===== src/verilog/lsq_cfg.svh =====
// Queue geometry and bus widths for the load/store queue, included by each LSQ source
`ifndef LSQ_CFG_SVH
`define LSQ_CFG_SVH

// ==========================================================================
// Queue geometry
// ==========================================================================
// Each row holds two entries, one per column, so four rows give eight entries
`define LSQ_ROWS 4
`define LSQ_ENTRIES (`LSQ_ROWS * 2)

// ==========================================================================
// Address and data widths
// ==========================================================================
// Byte address, wide enough for the whole data memory
`define ADR_W 10
`define DATA_W 32
// Depth of the data memory in 32-bit words
`define MEM_WORDS 256
// Lowest address bit that the overlap compare looks at (16-byte lines)
`define LSQ_LINE_LSB 4

`endif


===== src/verilog/lsq_pkg.sv =====
// Shared entry, index and sequence-number types, imported by the LSQ modules
`default_nettype none
`include "lsq_cfg.svh"

package lsq_pkg;

	localparam int ROW_W = $clog2(`LSQ_ROWS);
	localparam int SN_W = 4;

	// Sequence number, one wider than the slot index so that age wraps cleanly
	typedef logic [SN_W-1:0] sn_t;

	// Row and column of one entry
	typedef struct packed {
		logic [ROW_W-1:0] row;
		logic col;
	} lsq_ndx_t;

	typedef struct packed {
		logic valid;
		logic is_store;
		logic agen;
		logic issued;
		logic done;
		sn_t sn;
		logic [`ADR_W-1:0] padr;
		logic [`DATA_W-1:0] data;
	} lsq_entry_t;

	typedef lsq_entry_t [`LSQ_ROWS-1:0][1:0] lsq_entries_t;

	// The slot of a sequence number is its value modulo eight
	// Bit 0 picks the column and the bits above it pick the row
	function automatic lsq_ndx_t sn_ndx(input sn_t sn);
		lsq_ndx_t ndx;
		ndx.row = sn[ROW_W:1];
		ndx.col = sn[0];
		return ndx;
	endfunction

	// Age relative to the head, so that the head entry is age zero
	function automatic sn_t sn_age(input sn_t sn, input sn_t head);
		return sn - head;
	endfunction

endpackage

`default_nettype wire


===== src/verilog/lsq_queue.sv =====
// Entry ring of the load/store queue, with allocation, address fill, issue and retirement
`default_nettype none
`include "lsq_cfg.svh"

module lsq_queue (
	input wire logic clk,
	input wire logic rst_n,
	input wire logic alloc,
	input wire logic alloc_is_store,
	input wire logic agen,
	input wire lsq_pkg::sn_t agen_sn,
	input wire logic [`ADR_W-1:0] agen_adr,
	input wire logic [`DATA_W-1:0] agen_data,
	input wire logic issue_strobe,
	input wire lsq_pkg::lsq_ndx_t issue_id,
	input wire logic mem_done_strobe,
	input wire lsq_pkg::lsq_ndx_t mem_done_id,
	output lsq_pkg::sn_t alloc_sn,
	output logic full,
	output lsq_pkg::sn_t head_sn,
	output lsq_pkg::lsq_entries_t entries
);
	import lsq_pkg::*;

	sn_t tail_sn;
	sn_t count;
	lsq_ndx_t tail_ndx;
	lsq_ndx_t head_ndx;
	lsq_ndx_t agen_ndx;
	logic alloc_ok;
	logic retire;

	// The ring is addressed purely by sequence number
	assign tail_ndx = sn_ndx(tail_sn);
	assign head_ndx = sn_ndx(head_sn);
	assign agen_ndx = sn_ndx(agen_sn);

	// Occupancy fits in the sequence number since it is one bit wider than the slot
	assign count = tail_sn - head_sn;
	assign full = (count == sn_t'(`LSQ_ENTRIES));
	assign alloc_ok = alloc && !full;
	// The next sequence number goes out with the strobe that takes it
	assign alloc_sn = tail_sn;

	// Head leaves one cycle after its done flag shows
	assign retire = entries[head_ndx.row][head_ndx.col].valid &&
		entries[head_ndx.row][head_ndx.col].done;

	// ==========================================================================
	// Entry state
	// ==========================================================================
	always_ff @(posedge clk) begin
		if (!rst_n) begin
			head_sn <= '0;
			tail_sn <= '0;
			for (int r = 0; r < `LSQ_ROWS; r++) begin
				for (int c = 0; c < 2; c++) begin
					entries[r][c].valid <= 1'b0;
					entries[r][c].agen <= 1'b0;
					entries[r][c].issued <= 1'b0;
					entries[r][c].done <= 1'b0;
				end
			end
		end else begin
			// New entry at the tail, waiting for its address
			if (alloc_ok) begin
				entries[tail_ndx.row][tail_ndx.col].valid <= 1'b1;
				entries[tail_ndx.row][tail_ndx.col].is_store <= alloc_is_store;
				entries[tail_ndx.row][tail_ndx.col].agen <= 1'b0;
				entries[tail_ndx.row][tail_ndx.col].issued <= 1'b0;
				entries[tail_ndx.row][tail_ndx.col].done <= 1'b0;
				entries[tail_ndx.row][tail_ndx.col].sn <= tail_sn;
				tail_sn <= tail_sn + 1'b1;
			end
			// Address and store data arrive in any order
			if (agen) begin
				entries[agen_ndx.row][agen_ndx.col].agen <= 1'b1;
				entries[agen_ndx.row][agen_ndx.col].padr <= agen_adr;
				entries[agen_ndx.row][agen_ndx.col].data <= agen_data;
			end
			// Issued at grant, so the lane moves on to its next entry
			if (issue_strobe)
				entries[issue_id.row][issue_id.col].issued <= 1'b1;
			// done follows the memory access one cycle after the grant
			if (mem_done_strobe)
				entries[mem_done_id.row][mem_done_id.col].done <= 1'b1;
			if (retire) begin
				entries[head_ndx.row][head_ndx.col].valid <= 1'b0;
				head_sn <= head_sn + 1'b1;
			end
		end
	end

	// ==========================================================================
	// Client protocol checks
	// ==========================================================================
	// An address may only be given once, to an entry between head and tail
	a_agen_target: assert property (@(posedge clk) disable iff (!rst_n)
		agen |-> (sn_age(agen_sn, head_sn) < count) &&
			!entries[agen_ndx.row][agen_ndx.col].agen);

	// A taken allocation never lands on a slot that is still live
	a_alloc_free: assert property (@(posedge clk) disable iff (!rst_n)
		alloc_ok |-> !entries[tail_ndx.row][tail_ndx.col].valid);

endmodule

`default_nettype wire


===== config.mk =====
export PLATFORM = sky130hd
export DESIGN_NAME = lsq_queue
export DESIGN_NICKNAME = d
export VERILOG_FILES = /design/src/verilog/lsq_pkg.sv /design/src/verilog/lsq_queue.sv
export VERILOG_INCLUDE_DIRS = /design/src /design/src/verilog
export SDC_FILE = /design/constraint.sdc
export NUM_CORES = 1
export LEC_CHECK = 0
export BUFFER_PORTS_ARGS = -buffer_cell sky130_fd_sc_hd__buf_4
export CAP_MARGIN = 30
export CELL_PAD_IN_SITES_DETAIL_PLACEMENT = 1
export CELL_PAD_IN_SITES_GLOBAL_PLACEMENT = 1
export CORE_AREA = 2 2 183 185
export CTS_CLUSTER_SIZE = 16
export DETAILED_ROUTE_END_ITERATION = 8
export DIE_AREA = 0 0 185 187
export GPL_TIMING_DRIVEN = 0
export PLACE_DENSITY = 0.89
export SLEW_MARGIN = 20
export SYNTH_ARGS = -nofsm -noshare
export SYNTH_HDL_FRONTEND = slang
export SYNTH_SLANG_ARGS = --single-unit

===== constraint.sdc =====
create_clock -name clk -period 5.7 [get_ports clk]
set_input_delay 0.57 -clock clk [delete_from_list [all_inputs] [get_ports clk]]
set_output_delay 0.57 -clock clk [all_outputs]
set_load 0.02 [all_outputs]

==> impl_metrics.json, run 1 <==
{
  "p_sw_mw": 1.40,
  "synth_compound_area_share_pct": 2.49,
  "yosys.area_share.simple_pct": 4.10,
  "powerDensity_nw_per_um2": 342,
  "grt_pass1_wl_um": 62900,
  "antenna_cells": 0,
  "power.leakage_nw": 7.28,
  "grt_pass1_vias": 8656,
  "grt.total_usage_pct": 25.4,
  "drtIter0Drc": 601,
  "hold_slack_ns": 0.271,
  "final-hold-violation-count": 0,
  "slew_violations": 0,
  "cp-start-kind": "flop",
  "post-place-ws_ns": 2.38,
  "routed_wl_um": 44900,
  "synth_xor_area_share_pct": 0.200,
  "syn_avg_cell_area_um2": 22.2,
  "synth_fa_ha_area_share_pct": 0.476,
  "cts.path.max_buffers": 3,
  "die_h_um": 187,
  "internal_power_mw": 5.13,
  "dr.pass1.iters": 5,
  "wl_per_cell_um": 27.8,
  "synth_mux_area_share_pct": 0.380,
  "antenna_found_initial": 0,
  "worst_slack_ns": 1.91,
  "max_slew_margin_pct": 42.7,
  "clkPwrFrac_pct": 41.9,
  "dieArea_um2": 34600,
  "globalplace.congestion": 0.855,
  "post_cts_buffers": 0,
  "hpwl_um": 32300,
  "critPathMaxFanout": 11,
  "p_comb_share_pct": 5.5,
  "fillers": 3045,
  "rows": 67,
  "pin_count": 476,
  "syn_inst": 593,
  "vias_per_cell": 5.04,
  "max-vdd-ir-drop_mv": 0.261,
  "grt-ovfl-total": 0,
  "clkSinkCount": 416,
  "period_share_pct": 66.4,
  "min_period_ns": 3.79,
  "cp.required_ns": 5.13,
  "end_kind": "primary output",
  "setup_viol": 0,
  "port_buffers": 474,
  "fmax_mhz": 264,
  "drcViolationCount": 0,
  "swShare_pct": 21.4,
  "die_x_um": 185,
  "post_route_cells_drive_above_1_share_pct": 50.4,
  "synth_top_family_by_area": "simple AND/OR/NAND/NOR gates",
  "syn_to_final_growth_pct": 45.2,
  "via_count": 8148,
  "layout_commonest_cell": "buf_4",
  "synth-seq-cells": 416,
  "crit_type": "reg -> out",
  "clockRootBuffer": "clkbuf_16",
  "seqPwrFrac_pct": 52.5,
  "cts_tree": "yes",
  "drtAntennaViolNets": 0,
  "yosysUniqueCellTypes": 37,
  "ys_seq_area_share_pct": 91.9,
  "drv_cap": 0,
  "design.core.area_um2": 32900,
  "finClkSkew_ns": 0.00661,
  "yosysWarnings": 0,
  "synthesis.area_um2": 13200,
  "cts_hold_buf": 0,
  "cts_made_buffers": 42,
  "crit_arrival_ns": 3.22,
  "syn-num-nets": 657,
  "hp-class": "in -> reg",
  "initial_core_util_pct": 40.0,
  "clock_latency_ns": 0.54,
  "htreeDepth": 2,
  "clk_pin_slew_worst_paths_ns": 0.06,
  "cts_resized": 0,
  "outcome": "complete, no violations",
  "final_cell_mix": "buf_4 (481), edfxtp_1 (376), clkbuf_16 (45)",
  "nets": 1203,
  "rsz0062_at_grt": "false",
  "grt_max_degree": 23,
  "tightest_slew_ns": 0.853
}
-- cells in the mapped netlist, drive strengths merged --
cell	number	area share (%)
o21ai	5	0.19
o211a	1	0.076
edfxtp	376	86
nor4	6	0.29
dfxtp	40	6.1
nor2	9	0.28
nand3	9	0.34
a21boi	1	0.057
a31o	1	0.067
nor4b	1	0.18
nand2	44	1.3
nor3	8	0.30
and3	1	0.048
nand4	4	0.19
nor2b	2	0.11
inv	4	0.11
mux2i	5	0.38
o21bai	1	0.057
or3b	3	0.20
nand2b	6	0.29
clkbuf	6	0.17
xor2	2	0.13
xnor2	1	0.067
o221a	7	0.60
o22ai	20	0.95
ha	5	0.48
o211ai	4	0.23
and2	2	0.11
a21oi	5	0.19
nand3b	8	0.46
a41o	1	0.076
clkinv	1	0.029
buf	3	0.13
or3	1	0.048
-- power by group through the flow --
stage               clock network [mW]  logic [mW]  registers, mW
CTS                               2.78       0.363           3.43
detailed placement                   0       0.360           3.49
floorplan                            0      0.0616           3.56
global route                      2.88       0.379           3.43
global placement                     0       0.327           3.49
finish                            2.74       0.362           3.43
-- through the flow --
| stage | TNS (ns) | std cells | power [mW] | util, % | instance area, µm² |
|---|---|---|---|---|---|
| floorplan | 0 | 593 | 3.62 | - | 13200 |
| global placement | -148.78 | 1515 | 3.82 | 52.6 | 17300 |
| detailed placement | 0 | 1541 | 3.85 | 54.0 | 17700 |
| CTS | 0 | 1616 | 6.58 | 58.1 | 19100 |
| global route | 0 | 1618 | 6.69 | 58.1 | 19100 |
| finish | 0 | 1618 | 6.53 | 58.1 | 19100 |
-- cell families (layout without fill, tap and decap cells) --
group	count (synthesis)	in the layout
AOI/OAI and AO/OA	46	46
DFF	416	416
buffers and inverters	14	591
adders and majority gates	5	5
xor gates and xnor gates	3	3
and+or+nand+nor	104	104
muxes	5	5
-- worst max-delay path, stage by stage, from the launching register on --
cell,delay (ns)
dfxtp_1,0.60
buf_2,0.31
inv_1,0.18
ha_1,0.24
nor2b_2,0.15
xnor2_1,0.15
nor4b_4,0.58
buf_4,0.30
buf_4,0.16
-- path summary, 6_finish.rpt --
check / from / endpoint / slack [ns] / cells past startpoint
setup / recovery: alloc_sn[0]$_SDFFE_PN0N_ / full / 1.91 / 8
hold / removal: agen_data[2] / flop / 0.27 / 1
setup reg to reg: alloc_sn[0]$_SDFFE_PN0N_ / flop / 2.40 / 8
hold reg to reg: entries[99]$_SDFF_PN0_ / entries[99]$_SDFF_PN0_ / 0.47 / 2
-- layout make-up --
class	instances	area, µm²	share of cell area (%)
clock buffers	59	1210	6.33
repair buffers	502	3960	20.7
well taps	448	561	2.93
multi-input cells	163	1070	5.62
flip-flops and latches	416	12100	63.3
clock inverters	16	150	0.786
plain buffers	9	40.0	0.210
inverters	5	18.8	0.0982
-- per-layer routing --
layer | share of wire [%] | GRT usage (%) | routed length, µm | vias to the layer above
li1 | - | - | - | 3446
met4 | 5.3 | 13.4 | 2400 | 0
met3 | 7.6 | 6.62 | 3430 | 128
met2 | 53 | 45.2 | 23700 | 442
met1 | 34 | 27.7 | 15400 | 4132
met5 | 0 | 0 | 0 | -
Power figures use the tool's default switching activity.
==> run 2, diff against run 1 <==
Clock period 5.7 ns to 3.6 ns, I/O delays scaled along.
==> impl_metrics.json, run 2 (synthesis results as in run 1) <==
{
  "max-vdd-ir-drop_mv": 0.402,
  "die_h_um": 187,
  "syn_to_final_growth_pct": 45.0,
  "min_period_ns": 3.45,
  "die_x_um": 185,
  "grt_pass1_vias": 8713,
  "post-place-ws_ns": 0.169,
  "dieArea_um2": 34600,
  "dr.pass1.iters": 5,
  "cts.path.max_buffers": 3,
  "cts_tree": "yes",
  "pin_count": 476,
  "cp-start-kind": "flop",
  "rsz0062_at_grt": "false",
  "final_cell_mix": "buf_4 (476), edfxtp_1 (376), nand2_1 (44)",
  "tightest_slew_ns": 0.831,
  "max_slew_margin_pct": 44.2,
  "nets": 1197,
  "drv_cap": 0,
  "antenna_cells": 0,
  "design.core.area_um2": 32900,
  "final-hold-violation-count": 0,
  "drtAntennaViolNets": 0,
  "rows": 67,
  "grt-ovfl-total": 0,
  "clock_latency_ns": 0.54,
  "drtIter0Drc": 617,
  "initial_core_util_pct": 40.0,
  "wl_per_cell_um": 27.6,
  "critPathMaxFanout": 11,
  "htreeDepth": 2,
  "utilization_pct": 58.0,
  "hpwl_um": 31600,
  "powerDensity_nw_per_um2": 534,
  "fillers": 3063,
  "clockRootBuffer": "clkbuf_16",
  "slew_violations": 0,
  "crit_arrival_ns": 3.09,
  "crit_type": "reg -> out",
  "grt.total_usage_pct": 25.4,
  "finClkSkew_ns": 0.00814,
  "period_share_pct": 95.8,
  "drcViolationCount": 0,
  "outcome": "complete, no violations",
  "globalplace.congestion": 0.842,
  "routed_wl_um": 44600,
  "r2r_slack_ns": 0.32,
  "cp.required_ns": 3.24,
  "grt_pass1_wl_um": 63100,
  "hp-class": "in -> reg",
  "clkSinkCount": 416,
  "via_count": 8208,
  "grt_max_degree": 24,
  "vias_per_cell": 5.08,
  "layout_commonest_cell": "buf_4",
  "setup_viol": 0,
  "clk_pin_slew_worst_paths_ns": 0.06,
  "post_route_cells_drive_above_1_share_pct": 49.9,
  "fmax_mhz": 290,
  "power.leakage_nw": 7.22,
  "worst_slack_ns": 0.151,
  "port_buffers": 474,
  "antenna_found_initial": 1,
  "end_kind": "primary output",
  "cts_made_buffers": 43
}
## run 2: stage by stage
stage	power [mW]	setup TNS, ns	instance area, µm²	hold WS (ns)	std cells
finish	10.2	0	19100	0.0546	1615
global route	10.5	0	19100	0.0385	1615
CTS	10.3	0	19000	0.0249	1614
detailed placement	6.10	0	17700	0.463	1534
global placement	6.04	-387.86	17300	0.455	1515
floorplan	5.74	0	13200	0.459	593
## run 2: final cells by class
cell class / instances / area [µm²] / area share (%)
clock inverters: 24 / 171 / 0.899
plain buffers: 9 / 40.0 / 0.210
clock buffers: 55 / 1130 / 5.93
multi-input cells: 163 / 1120 / 5.85
inverters: 5 / 18.8 / 0.0984
repair buffers: 495 / 3950 / 20.7
flip-flops and latches: 416 / 12100 / 63.4
well taps: 448 / 561 / 2.94
## run 2: report_power, final
part	switching [mW]	leakage [nW]	internal, mW	total [mW]
Sequential	0.0590	3.73	5.37	5.43
Combinational	0.372	2.86	0.207	0.579
Clock	1.81	0.631	2.37	4.18
Total	2.24	7.22	7.95	10.2
## run 2: routing by layer
| metal | vias up | GRT usage, % | share of wire (%) |
|---|---|---|---|
| met5 | - | 0 | 0 |
| met4 | 0 | 11.7 | 4.6 |
| met3 | 110 | 6.56 | 7.8 |
| met2 | 450 | 46.1 | 53 |
| met1 | 4217 | 27.6 | 34 |
| li1 | 3431 | - | - |
## run 2: timing repair
item,4_1_cts,5_1_grt
endpoints found under the setup margin,1,10
pin swaps,1,0
hold buffers,0,0
resized for setup,0,2
buffers inserted,1,0
## run 2: critical path, cell delays in order (launching register included)
cell     delay (ns)
dfxtp_1        0.61
buf_2          0.34
inv_1          0.21
ha_1           0.27
nor2b_2        0.17
xnor2_1        0.16
nor4b_4        0.37
buf_4          0.24
buf_4          0.16
## run 2: worst paths after layout
check / from / endpoint / depth (start not counted)
hold reg to reg: entries[99]$_SDFF_PN0_ / entries[99]$_SDFF_PN0_ / 2
setup reg to reg: alloc_sn[0]$_SDFFE_PN0N_ / flop / 9
hold / removal: agen_data[24] / flop / 1
setup / recovery: alloc_sn[0]$_SDFFE_PN0N_ / full / 8
==> run 3, diff against run 2 <==
Settings changed: CORE_AREA 2 2 183 185 to 4 4 185 187, DIE_AREA 0 0 185 187 to 0 0 189 191.
==> impl_metrics.json, run 3 (synthesis results as in run 1) <==
{
  "cp.required_ns": 3.82,
  "antenna_cells": 0,
  "pin_count": 476,
  "post_cts_buffers": 0,
  "design.core.area_um2": 32500,
  "tightest_slew_ns": 0.944,
  "via_count": 8252,
  "cp-start-kind": "flop",
  "cts_tree": "yes",
  "slew_violations": 0,
  "antenna_found_initial": 0,
  "nets": 1198,
  "crit_path_max_incr_delay_ns": 0.67,
  "cts_hold_buf": 0,
  "internal_power_mw": 8.23,
  "finClkSkew_ns": 0.0110,
  "fillers": 2967,
  "dpl.cell_count": 1529,
  "swShare_pct": 22.0,
  "htreeDepth": 2,
  "grt.total_usage_pct": 25.4,
  "wl_per_cell_um": 29.8,
  "clkSinkCount": 416,
  "hp-class": "in -> reg",
  "instances_no_fill": 1611,
  "hpwl_um": 33600,
  "period_share_pct": 93.6,
  "grt-ovfl-total": 0,
  "syn_to_final_growth_pct": 45.8,
  "worst-path-stages": 9,
  "vias_per_cell": 5.12,
  "die_h_um": 191,
  "path_cells": "buf_2, inv_1, ha_1, nor2b_2, xnor2_1, nor4b_4, buf_4, nor4_2, and2_2",
  "drv_cap": 0,
  "die_x_um": 189,
  "port_buffers": 474,
  "clkPwrFrac_pct": 43.0,
  "grt_pass1_wl_um": 66300,
  "drtIter0Drc": 675,
  "routed_wl_um": 48100,
  "critPathMaxFanout": 11,
  "crit_type": "reg -> reg",
  "cp-startpoint": "alloc_sn[0]$_SDFFE_PN0N_",
  "cts.path.max_buffers": 3,
  "seq_area_um2": 12100,
  "cpMaxStageDelayCell": "nor4_2",
  "cts_made_buffers": 43,
  "r2r_slack_ns": 0.23,
  "p_sw_mw": 2.32,
  "max_slew_margin_pct": 36.6,
  "dr.pass1.iters": 5,
  "worst_path_dominant_cell_family": "simple AND/OR/NAND/NOR gates",
  "end_kind": "flop",
  "initial_core_util_pct": 40.5,
  "outcome": "complete, no violations",
  "clk_pin_slew_worst_paths_ns": 0.06,
  "crit_arrival_ns": 3.59,
  "drcViolationCount": 0,
  "clockRootBuffer": "clkbuf_16",
  "min_period_ns": 3.37,
  "tns_ns": 0,
  "globalplace.congestion": 0.820,
  "clock_latency_ns": 0.53,
  "p_comb_share_pct": 5.5,
  "drtAntennaViolNets": 0,
  "r2r-start": "alloc_sn[0]$_SDFFE_PN0N_",
  "powerDensity_nw_per_um2": 550,
  "multi_input_area_um2": 1100,
  "reg2reg_depth": 9,
  "setup_viol": 0,
  "seqPwrFrac_pct": 51.5,
  "max-vdd-ir-drop_mv": 0.367,
  "post_route_cells_drive_above_1_share_pct": 50.6,
  "grt_max_degree": 24,
  "layout_commonest_cell": "buf_4",
  "dieArea_um2": 36100,
  "grt_pass1_vias": 8685,
  "final-hold-violation-count": 0,
  "cts_resized": 0,
  "final_cell_mix": "buf_4 (476), edfxtp_1 (376), nand2_1 (44), clkbuf_16 (44), dfxtp_1 (40)",
  "fmax_mhz": 297,
  "rsz0062_at_grt": "false",
  "path_buf_inv": 3,
  "power.leakage_nw": 7.29,
  "rows": 66
}
==> run 3: power groups by stage <==
stage | registers [mW] | logic [mW] | clock network [mW]
floorplan | 5.64 | 0.0977 | 0
global placement | 5.52 | 0.525 | 0
detailed placement | 5.53 | 0.572 | 0
CTS | 5.43 | 0.578 | 4.61
global route | 5.44 | 0.608 | 4.85
finish | 5.43 | 0.580 | 4.54
==> run 3: routing by layer <==
layer / share of wire (%) / global-route usage [%] / routed length [µm]
met1: 35 / 28.7 / 16700
met2: 53 / 46.4 / 25500
met3: 7.5 / 6.25 / 3610
met4: 4.6 / 10.0 / 2220
met5: 0 / 0 / 0
==> run 3: per-stage QoR <==
stage	util (%)	instance area, µm²	hold WS [ns]	setup WS, ns	power, mW
after floorplan	-	13200	0.459	0.712	5.74
after global placement	53.2	17300	0.455	-1.44	6.05
after detailed placement	54.6	17700	0.464	0.250	6.10
after CTS	59.0	19200	0.0280	0.0562	10.6
after global routing	59.1	19200	0.0426	0.0485	10.9
final	59.1	19200	0.0545	0.229	10.6
==> run 3: layout make-up <==
type,instances,area share (%)
flip-flops and latches,416,63.1
repair buffers,496,20.6
clock buffers,54,6.06
multi-input cells,163,5.73
well taps,442,2.88
clock inverters,26,1.37
plain buffers,9,0.209
inverters,5,0.0979
==> run 3: worst min-delay path by stage <==
stage	cells past startpoint	start	endpoint
after global placement	2	entries[99]$_SDFF_PN0_	entries[99]$_SDFF_PN0_
after detailed placement	2	entries[99]$_SDFF_PN0_	entries[99]$_SDFF_PN0_
after global routing	1	agen_data[9]	flop
after floorplan	0	agen_data[19]	flop
final	1	agen_data[9]	flop
after CTS	1	agen_data[9]	flop
